## config.mk

```make
export PLATFORM = sky130hd
export DESIGN_NAME = spi_master_top
export DESIGN_NICKNAME = d
export VERILOG_FILES = /design/src/logic/spi_pkg.sv /design/src/logic/spi_frame_ctrl.sv /design/src/logic/spi_master_top.sv /design/src/logic/spi_shift_engine.sv /design/src/logic/spi_tx_queue.sv
export SDC_FILE = /design/constraint.sdc
export NUM_CORES = 1
export LEC_CHECK = 0
export BUFFER_PORTS_ARGS = -buffer_cell sky130_fd_sc_hd__buf_2
export CAP_MARGIN = 10
export CORE_ASPECT_RATIO = 1.1
export CORE_MARGIN = 2
export CORE_UTILIZATION = 54
export CTS_CLUSTER_SIZE = 8
export DETAILED_ROUTE_END_ITERATION = 7
export PLACE_DENSITY_LB_ADDON = 0.3
export REMOVE_ABC_BUFFERS = 1
export SLEW_MARGIN = 40
export SYNTH_ARGS = -nofsm -noshare
export SYNTH_HDL_FRONTEND = slang
export SYNTH_HIERARCHICAL = 1
export SYNTH_SLANG_ARGS = --single-unit
```

## constraint.sdc

```tcl
create_clock -name clk -period 4.7 [get_ports clk]
set_clock_uncertainty 0.15 [all_clocks]
set_input_delay 0.94 -clock clk [delete_from_list [all_inputs] [get_ports clk]]
set_output_delay 0.94 -clock clk [all_outputs]
set_load 0.01 [all_outputs]
```

## src/logic/spi_pkg.sv

```systemverilog
`default_nettype none

package spi_pkg;

    // One serial transfer word
    typedef logic [7:0] spi_byte_t;

    // Outgoing serial pins
    // Engine fills sclk and mosi, the frame controller fills cs_n
    typedef struct packed {
        logic sclk;
        logic mosi;
        logic cs_n;
    } spi_pins_t;

    // Engine report to the frame controller
    // busy covers transfer and done, done is a single-cycle pulse
    typedef struct packed {
        logic busy;
        logic done;
    } spi_status_t;

    // System cycles per serial half-period
    localparam int SPI_CLK_DIV_DEFAULT = 1;

    // Transmit queue entries
    localparam int QUEUE_DEPTH_DEFAULT = 4;

endpackage

`default_nettype wire

```

## src/logic/spi_frame_ctrl.sv

```systemverilog
`default_nettype none

module spi_frame_ctrl (
    input  logic                 clk,
    input  logic                 rst,
    input  logic                 empty,
    input  spi_pkg::spi_status_t status,
    output logic                 pop,
    output logic                 start,
    output logic                 cs_n
);

    typedef enum logic [1:0] {
        ST_WAIT,
        ST_SHIFT,
        ST_GAP
    } state_t;

    state_t state;
    state_t state_next;
    logic   issue;

    // Next byte goes out only from wait or gap, with data ready and engine idle
    assign issue = ((state == ST_WAIT) || (state == ST_GAP)) && !empty && !status.busy;

    // Head leaves the queue in the same cycle the engine loads it
    assign pop   = issue;
    assign start = issue;

    always_comb begin
        state_next = state;
        case (state)
            ST_WAIT: begin
                if (issue) begin
                    state_next = ST_SHIFT;
                end
            end

            ST_SHIFT: begin
                // Decide at done whether the burst continues
                if (status.done) begin
                    state_next = empty ? ST_WAIT : ST_GAP;
                end
            end

            ST_GAP: begin
                state_next = issue ? ST_SHIFT : ST_WAIT;
            end

            default: begin
                state_next = ST_WAIT;
            end
        endcase
    end

    always_ff @(posedge clk or posedge rst) begin
        if (rst) begin
            state <= ST_WAIT;
            cs_n  <= 1'b1;
        end else begin
            state <= state_next;
            // Low from the first pop, high again once the burst ends
            if (issue) begin
                cs_n <= 1'b0;
            end else if (state_next == ST_WAIT) begin
                cs_n <= 1'b1;
            end
        end
    end

    // Slave stays selected from the first serial edge through the done cycle
    a_busy_cs: assert property (@(posedge clk) disable iff (rst) status.busy |-> !cs_n)
        else $error("chip select high while engine busy");

endmodule

`default_nettype wire

```

## src/logic/spi_master_top.sv

```systemverilog
`default_nettype none

module spi_master_top #(
    parameter int clk_div = spi_pkg::SPI_CLK_DIV_DEFAULT,
    parameter int depth   = spi_pkg::QUEUE_DEPTH_DEFAULT
) (
    input  logic               clk,
    input  logic               rst,
    input  logic               wr_en,
    input  spi_pkg::spi_byte_t wr_data,
    output logic               full,
    output logic               rx_valid,
    output spi_pkg::spi_byte_t rx_data,
    input  logic               miso,
    output spi_pkg::spi_pins_t spi
);
    import spi_pkg::*;

    spi_byte_t   q_rd_data;
    logic        q_empty;
    logic        q_pop;
    logic        eng_start;
    logic        ctrl_cs_n;
    spi_status_t eng_status;
    spi_pins_t   eng_pins;

    // Host write queue
    spi_tx_queue #(
        .depth(depth)
    ) u_queue (
        .clk      (clk),
        .rst      (rst),
        .push     (wr_en),
        .push_data(wr_data),
        .pop      (q_pop),
        .rd_data  (q_rd_data),
        .empty    (q_empty),
        .full     (full)
    );

    // Burst sequencing and chip select
    spi_frame_ctrl u_ctrl (
        .clk   (clk),
        .rst   (rst),
        .empty (q_empty),
        .status(eng_status),
        .pop   (q_pop),
        .start (eng_start),
        .cs_n  (ctrl_cs_n)
    );

    // Byte shifter on the serial pins
    spi_shift_engine #(
        .clk_div(clk_div)
    ) u_engine (
        .clk    (clk),
        .rst    (rst),
        .start  (eng_start),
        .tx_data(q_rd_data),
        .miso   (miso),
        .pins   (eng_pins),
        .status (eng_status),
        .rx_data(rx_data)
    );

    // Pin merge, either source may hold chip select high
    assign spi.sclk = eng_pins.sclk;
    assign spi.mosi = eng_pins.mosi;
    assign spi.cs_n = eng_pins.cs_n & ctrl_cs_n;

    // Received byte valid for one cycle
    assign rx_valid = eng_status.done;

endmodule

`default_nettype wire

```

## src/logic/spi_shift_engine.sv

```systemverilog
`default_nettype none

module spi_shift_engine #(
    parameter int clk_div = spi_pkg::SPI_CLK_DIV_DEFAULT
) (
    input  logic                 clk,
    input  logic                 rst,
    input  logic                 start,
    input  spi_pkg::spi_byte_t   tx_data,
    input  logic                 miso,
    output spi_pkg::spi_pins_t   pins,
    output spi_pkg::spi_status_t status,
    output spi_pkg::spi_byte_t   rx_data
);
    import spi_pkg::*;

    // Prescale counter width, at least one bit
    localparam int PW = (clk_div > 1) ? $clog2(clk_div) : 1;
    localparam logic [PW-1:0] PRE_LAST = PW'(clk_div - 1);

    typedef enum logic [1:0] {
        ST_IDLE,
        ST_XFER,
        ST_DONE
    } state_t;

    state_t        state;
    state_t        state_next;
    logic [3:0]    edge_cnt;
    logic [3:0]    edge_cnt_next;
    logic [PW-1:0] pre_cnt;
    logic [PW-1:0] pre_cnt_next;
    spi_byte_t     tx_sr;
    spi_byte_t     tx_sr_next;
    spi_byte_t     rx_sr;
    spi_byte_t     rx_sr_next;
    logic          tick;

    // One tick per serial half-period
    assign tick = (pre_cnt == PRE_LAST);

    // Control state and transmit shifter
    // tx_sr reset keeps mosi low after reset
    always_ff @(posedge clk or posedge rst) begin
        if (rst) begin
            state    <= ST_IDLE;
            edge_cnt <= '0;
            pre_cnt  <= '0;
            tx_sr    <= '0;
        end else begin
            state    <= state_next;
            edge_cnt <= edge_cnt_next;
            pre_cnt  <= pre_cnt_next;
            tx_sr    <= tx_sr_next;
        end
    end

    // Receive shifter and result byte
    always_ff @(posedge clk) begin
        rx_sr <= rx_sr_next;
        // Capture the complete byte on entry to done
        if (state_next == ST_DONE) begin
            rx_data <= rx_sr_next;
        end
    end

    always_comb begin
        state_next    = state;
        edge_cnt_next = edge_cnt;
        pre_cnt_next  = pre_cnt;
        tx_sr_next    = tx_sr;
        rx_sr_next    = rx_sr;

        case (state)
            ST_IDLE: begin
                if (start) begin
                    state_next    = ST_XFER;
                    tx_sr_next    = tx_data;
                    rx_sr_next    = '0;
                    // 16 half-periods, counted down
                    edge_cnt_next = 4'd15;
                    pre_cnt_next  = '0;
                end
            end

            ST_XFER: begin
                if (tick) begin
                    pre_cnt_next  = '0;
                    edge_cnt_next = edge_cnt - 4'd1;
                    if (edge_cnt[0]) begin
                        // Odd count, sclk low after a falling edge
                        // Slave data is stable here
                        rx_sr_next = {rx_sr[6:0], miso};
                    end else begin
                        // Even count, sclk high
                        // Next bit appears as sclk falls again
                        tx_sr_next = {tx_sr[6:0], 1'b0};
                    end
                    // Last half-period ends the byte
                    if (edge_cnt == 4'd0) begin
                        state_next = ST_DONE;
                    end
                end else begin
                    pre_cnt_next = pre_cnt + 1'b1;
                end
            end

            ST_DONE: begin
                state_next = ST_IDLE;
            end

            default: begin
                state_next = ST_IDLE;
            end
        endcase
    end

    // Clock idles high, low on odd counts and high on even counts
    assign pins.sclk = (state == ST_XFER) ? ~edge_cnt[0] : 1'b1;
    // MSB first straight from the shifter
    assign pins.mosi = tx_sr[7];
    // Chip select belongs to the frame controller
    assign pins.cs_n = 1'b1;

    assign status.busy = (state != ST_IDLE);
    assign status.done = (state == ST_DONE);

    // Controller must wait for idle before the next byte
    a_start_idle: assert property (@(posedge clk) disable iff (rst) start |-> !status.busy)
        else $error("start seen while engine busy");

endmodule

`default_nettype wire

```

## src/logic/spi_tx_queue.sv

```systemverilog
`default_nettype none

module spi_tx_queue #(
    parameter int depth = spi_pkg::QUEUE_DEPTH_DEFAULT
) (
    input  logic               clk,
    input  logic               rst,
    input  logic               push,
    input  spi_pkg::spi_byte_t push_data,
    input  logic               pop,
    output spi_pkg::spi_byte_t rd_data,
    output logic               empty,
    output logic               full
);
    import spi_pkg::*;

    // Pointer and occupancy widths
    localparam int AW = (depth > 1) ? $clog2(depth) : 1;
    localparam int CW = $clog2(depth + 1);
    localparam logic [AW-1:0] PTR_LAST = AW'(depth - 1);
    localparam logic [CW-1:0] CNT_MAX = CW'(depth);

    spi_byte_t     mem [depth];
    logic [AW-1:0] wr_ptr;
    logic [AW-1:0] rd_ptr;
    logic [CW-1:0] count;
    logic          do_push;
    logic          do_pop;

    // Write into a full queue is dropped
    assign do_push = push && !full;
    assign do_pop  = pop && !empty;

    // Storage array
    always_ff @(posedge clk) begin
        if (do_push) begin
            mem[wr_ptr] <= push_data;
        end
    end

    // Pointers wrap at depth, so depth need not be a power of two
    always_ff @(posedge clk or posedge rst) begin
        if (rst) begin
            wr_ptr <= '0;
            rd_ptr <= '0;
            count  <= '0;
        end else begin
            if (do_push) begin
                wr_ptr <= (wr_ptr == PTR_LAST) ? '0 : wr_ptr + 1'b1;
            end
            if (do_pop) begin
                rd_ptr <= (rd_ptr == PTR_LAST) ? '0 : rd_ptr + 1'b1;
            end
            case ({do_push, do_pop})
                2'b10:   count <= count + 1'b1;
                2'b01:   count <= count - 1'b1;
                default: count <= count;
            endcase
        end
    end

    // Head is visible whenever the queue is not empty
    assign rd_data = mem[rd_ptr];
    assign empty   = (count == '0);
    assign full    = (count == CNT_MAX);

    // Controller only pops a non-empty queue
    a_no_pop_empty: assert property (@(posedge clk) disable iff (rst) pop |-> !empty)
        else $error("queue popped while empty");

    a_count_bound: assert property (@(posedge clk) disable iff (rst) count <= CNT_MAX)
        else $error("queue occupancy above depth");

endmodule

`default_nettype wire
```

# After elaboration in Yosys (flattened, before gate mapping)
# Memory sizes are Yosys's and may differ from the RTL's.
# Cells that the tools add are included.
dict set report word_totals {
  n_memories 1
  word_cells 83
  out_inout_bits 13
  register_bits 41
  in_bits 12
  ram_bits 32
}
dict set report op_classes {
  reduce_logical 20
  muxes 31
  bitwise 1
  add_sub_neg 6
  eq_ne 13
}
# memory depth word_bits read_ports rd_clocked_by_memory_dff write_ports line
set mem_list {}
lappend mem_list {u_queue.mem 4 8 1 0 1 spi_tx_queue.sv:23} ;# spi_byte_t mem [depth];
# operator count
set op_table {}
lappend op_table {{8-bit 2-to-1 mux} 6}
lappend op_table {{8-bit case mux with 2 select lines} 2}
lappend op_table {{2-bit 2-to-1 mux} 8}
lappend op_table {{2-bit == test (second input constant)} 6}
lappend op_table {{1-bit 2-to-1 mux} 8}
lappend op_table {{4-bit 2-to-1 mux} 2}
lappend op_table {{4-bit case mux with 2 select lines} 1}
lappend op_table {{2-bit nonzero test} 4}
lappend op_table {{2-bit by 1-bit == test with 1-bit output (second input constant)} 3}
lappend op_table {{2-bit logical NOT} 3}
lappend op_table {{2-bit inequality test (second input constant)} 3}
lappend op_table {{2-bit case mux with 3 select lines} 1}
lappend op_table {{3-bit case mux with 2 select lines} 1}
lappend op_table {{2-bit by 1-bit adder with 2-bit output (second input constant)} 2}
lappend op_table {{1-bit logical AND} 4}
lappend op_table {{4-bit logical NOT} 1}
lappend op_table {{2-bit case mux with 2 select lines} 1}
lappend op_table {{4-bit AND reduction} 1}
lappend op_table {{4-bit by 1-bit subtractor with 4-bit output (second input constant)} 1}
lappend op_table {{3-bit by 1-bit adder with 3-bit output (second input constant)} 1}
lappend op_table {{3-bit == test (second input constant)} 1}
lappend op_table {{1-bit logical NOT} 3}
lappend op_table {{3-bit logical NOT} 1}
lappend op_table {{3-bit AND reduction} 1}
lappend op_table {{other kinds (6)} 6}

# Depth between registers and ports, before layout
dict set report depth {
  ltp_word 9
  ltp_mapped 11
  depth_no_buf 10
}

# Cells and area by module
# Netlist, hierarchy kept.
# module instances seq_area_each_um2 cells_per_inst area_per_inst_um2
set by_module_without_submodules {}
lappend by_module_without_submodules {spi_tx_queue 1 1136.1 83 1640.3}
lappend by_module_without_submodules {spi_shift_engine 1 750.7 99 1326.3}
lappend by_module_without_submodules {spi_frame_ctrl 1 76.3 12 137.6}
lappend by_module_without_submodules {spi_master_top 1 0.0 1 6.3}

# Least setup slack after synthesis
# OpenSTA, ideal clock, no wires.
dict set report synth_timing {
  path_kind {flip-flop to flip-flop}
  startpoint {register u_engine.state[0]}
  endpoint {register u_queue.count[2]}
  synth_period_minus_slack_ps 2341
  path_stages_with_launch 12
  arrival_ps 2112
  required_time_ps 4471
  setup_ps 79
  slack_ps 2359
  path_buffers 1
  path_cell_list {dfrtp_1 buf_2 or2_2 nor3_2 nand2b_4 inv_1 ha_1 inv_1 fa_1 xor2_1 nor2_1 xor2_1}
}
# item line
set synth_rtl {}
lappend synth_rtl {{start, declared} spi_shift_engine.sv:27} ;# state_t state;
lappend synth_rtl {{start signal, assigned} spi_shift_engine.sv:51} ;# state <= state_next;
lappend synth_rtl {{end signal, assigned} spi_tx_queue.sv:55} ;# 2'b10: count <= count + 1'b1;
lappend synth_rtl {{end signal, assigned} spi_tx_queue.sv:56} ;# 2'b01: count <= count - 1'b1;
lappend synth_rtl {{end signal, assigned} spi_tx_queue.sv:57} ;# default: count <= count;
lappend synth_rtl {{end, declared} spi_tx_queue.sv:26} ;# logic [CW-1:0] count;

==> out/metrics.yaml <==
sta:
  rsz0062_at_grt: "false"
  hold_violations: 0
  fmax_ghz: 0.328
  fin_ws_ps: 1660
  fin_crit_sh_pct: 64.8
  slew_headroom_pct: 50.2
  worst_pin_slew_ps: 745
  drv_slew: 0
  setup-tns-final_ps: 0
  finalSetupViolCount: 0
  hold_slack_ps: 309
  timing.final.crit_period_ps: 3040
setup_path:
  worstPathRequired_ps: 3610
  end_kind: "primary output"
  crit_slowest_cell: "dfrtp_1"
  crit_chain: "nor2b_2, nand2_1, buf_2"
  cp_max_fo: 18
  crit_path_max_incr_delay_ps: 660
  criticalPathCategory: "reg2out"
  crit_path_start_kind: "flop"
  cp.arrival_ps: 1950
synth:
  syn_inst: 195
  synth.cell_area_sq_um: 3110
  yosys.area.top_type: "edfxtp_1"
  yosysTopAreaCellShare_pct: 38.6
  yosysUniqueCellTypes: 46
  ys_seq_area_share_pct: 63.1
  synthTopCellsByArea: "edfxtp_1 (39%), dfrtp_1 (19%), mux4_2 (5.8%), mux2_4 (5.3%), dfxtp_1 (5.1%)"
  ys_ff_latch: 72
  yosys_warnings: 6
  synth_edf_count: 40
  async_flop_share_pct: 33.3
  ys.flop_type: "edfxtp_1"
  syn_avg_cell_area_sq_um: 16.0
drt:
  postRouteWirelength_um: 4400
  vias_per_cell: 5.31
  final_antenna_net_count: 0
  routed-via-count: 1604
  wl_per_cell_um: 14.6
  drcViolationCount: 0
  firstDrtPassIters: 4
  drt_iter0_drc: 128
placed_design:
  hpwl_um: 2930
  gp_congestion: 0.751
  dp_slack_ps: 1980
  place_area_sq_um: 3260
  io_buffers: 24
finish:
  synthToLayoutAreaGrowth_pct: 12.3
  drive_above_1_share_pct: 36.0
  fill_cells: 440
  fin_area_sq_um: 3490
  diodes: 0
  final_common_cell: "edfxtp_1"
  layout.nets: 240
  utilization_pct: 61.7
  final_cell_mix: "edfxtp_1 (40), buf_2 (24), dfrtp_1 (23)"
clock_tree:
  clock_latency_ps: 340
  cts.path.max_buffers: 2
  post_cts_buffers: 0
  h-tree-depth: 3
  clkSinkCount: 72
  cts_tree: "done"
  hold_buffers: 0
  root_buffer: "clkbuf_8"
  cts_resized: 0
  cts_buffers: 9
  clk_pin_slew_ps: 80
status:
  status: "finished clean"
global_routing:
  grt_max_degree: 19
  grt-ovfl-total: 0
  grt_pass1_wl_um: 7660
  grt_usage_pct: 15.7
  antenna_found_initial: 0
  grt_pass1_vias: 1594
hold_path:
  min_path_type: "in2async"
flow_run:
  cap_violations: 0
die:
  die_h_um: 83.6
  design.core.area_sq_um: 5660
  die-area_sq_um: 6380
  pin_count: 25
  fp.dieW_um: 76.4
  rows: 29
  initial_core_util_pct: 55.0
pwr:
  power_density_nw_per_um2: 658
  ir_worst_vdd_v: 0.000328
  cellLeakagePower_nw: 1.41
## cell type report
cell class	count	area, sq um	area share [%]
sequential	72	1960	56.2
multi-input combinational	100	1040	29.7
clock buffer	9	124	3.55
timing repair buffer	24	120	3.44
clock inverter	7	104	2.97
tap	77	96.3	2.76
inverter	13	48.8	1.40
## power breakdown
| group | leakage [nW] | internal (W) | switching (W) | total (W) |
|---|---|---|---|---|
| clock network | 0.108 | 0.000305 | 0.000243 | 0.000547 |
| registers | 0.719 | 0.000867 | 0.000157 | 0.00102 |
| logic | 0.586 | 0.000417 | 0.000312 | 0.000728 |
## final timing paths
path | start | end | slack (ps) | depth (start not counted)
min in group clk | u_ctrl/state[1]$_DFF_PP0_ | u_ctrl/state[1]$_DFF_PP0_ | 340 | 1
worst min register to register | u_ctrl/state[1]$_DFF_PP0_ | u_ctrl/state[1]$_DFF_PP0_ | 340 | 1
worst max register to register | u_engine/state[0]$_DFF_PP0_ | u_queue/count[2]$_DFFE_PP0P_ | 1990 | 10
worst min-delay path | rst | u_ctrl/state[1]$_DFF_PP0_ | 310 | 2
worst max-delay path | u_engine/state[0]$_DFF_PP0_ | spi[2] | 1660 | 3
max in group asynchronous | rst | u_engine/tx_sr[1]$_DFFE_PP0P_ | 3540 | 2
## metrics by stage
step / total power, W / cells
CTS: 0.00233 / 302
floorplan: 0.00161 / 185
global route: 0.00245 / 302
finish: 0.00230 / 302
detailed placement: 0.00177 / 286
global placement: 0.00176 / 286
## synthesized netlist by cell type (2+ instances only)
cell type and count:
buf_2 2, a31oi_1 2, o21bai_1 2, mux2_4 11, mux2_2 7, dfrtp_1 23, nand2b_1 3, clkbuf_1 3
nor2_1 5, xor2_1 2, a21oi_1 2, mux4_2 8, and3_1 2, dfxtp_1 8, nand2_1 3, nor3_2 2
ha_1 7, a22o_1 16, and2_2 4, nor3b_1 2, inv_1 12, edfxtp_1 40, buf_4 4, nor2b_1 2
o22ai_1 2
## routing by layer
| metal | GRT usage (%) | share of wire [%] | vias up | routed length, um |
|---|---|---|---|---|
| li1 | - | - | 767 | - |
| met1 | 19.4 | 43 | 797 | 1890 |
| met2 | 25.3 | 52 | 29 | 2280 |
| met3 | 3.46 | 3.1 | 11 | 137 |
| met4 | 9.42 | 2.2 | 0 | 97 |
| met5 | 0 | 0 | - | 0 |
## sequential cells by signal, summed over array words and instances (netlist names)
name	cells
u_engine/rx_data	8
u_engine/state	2
u_engine/rx_sr	8
u_engine/edge_cnt	4
u_ctrl/state	2
u_queue/count	3
u_queue/mem	32
u_queue/rd_ptr	2
u_ctrl/cs_n	1
u_queue/wr_ptr	2
u_engine/tx_sr	8
## worst max-delay path, delay by kind of cell (launching register included)
| kind | cells | cell delay [ps] |
|---|---|---|
| and+or+nand+nor | 2 | 780 |
| DFF | 1 | 660 |
| buffers and inverters | 1 | 170 |
## cell families (layout without fill, tap and decap cells)
kind of cell / Yosys count / in the layout / synth area share [%]
AO/OA/AOI/OAI: 28 / 28 / 7.36
XOR/XNOR: 3 / 3 / 0.845
flip-flops: 72 / 72 / 63.1
AND/OR/NAND/NOR: 33 / 33 / 7.56
adder cells (fa/ha/maj): 8 / 8 / 3.46
buffers and inverters: 23 / 53 / 3.58
multiplexers: 27 / 27 / 14.0
other: 1 / 1 / 0.121
Note: power is estimated with default switching activity, not from simulation.
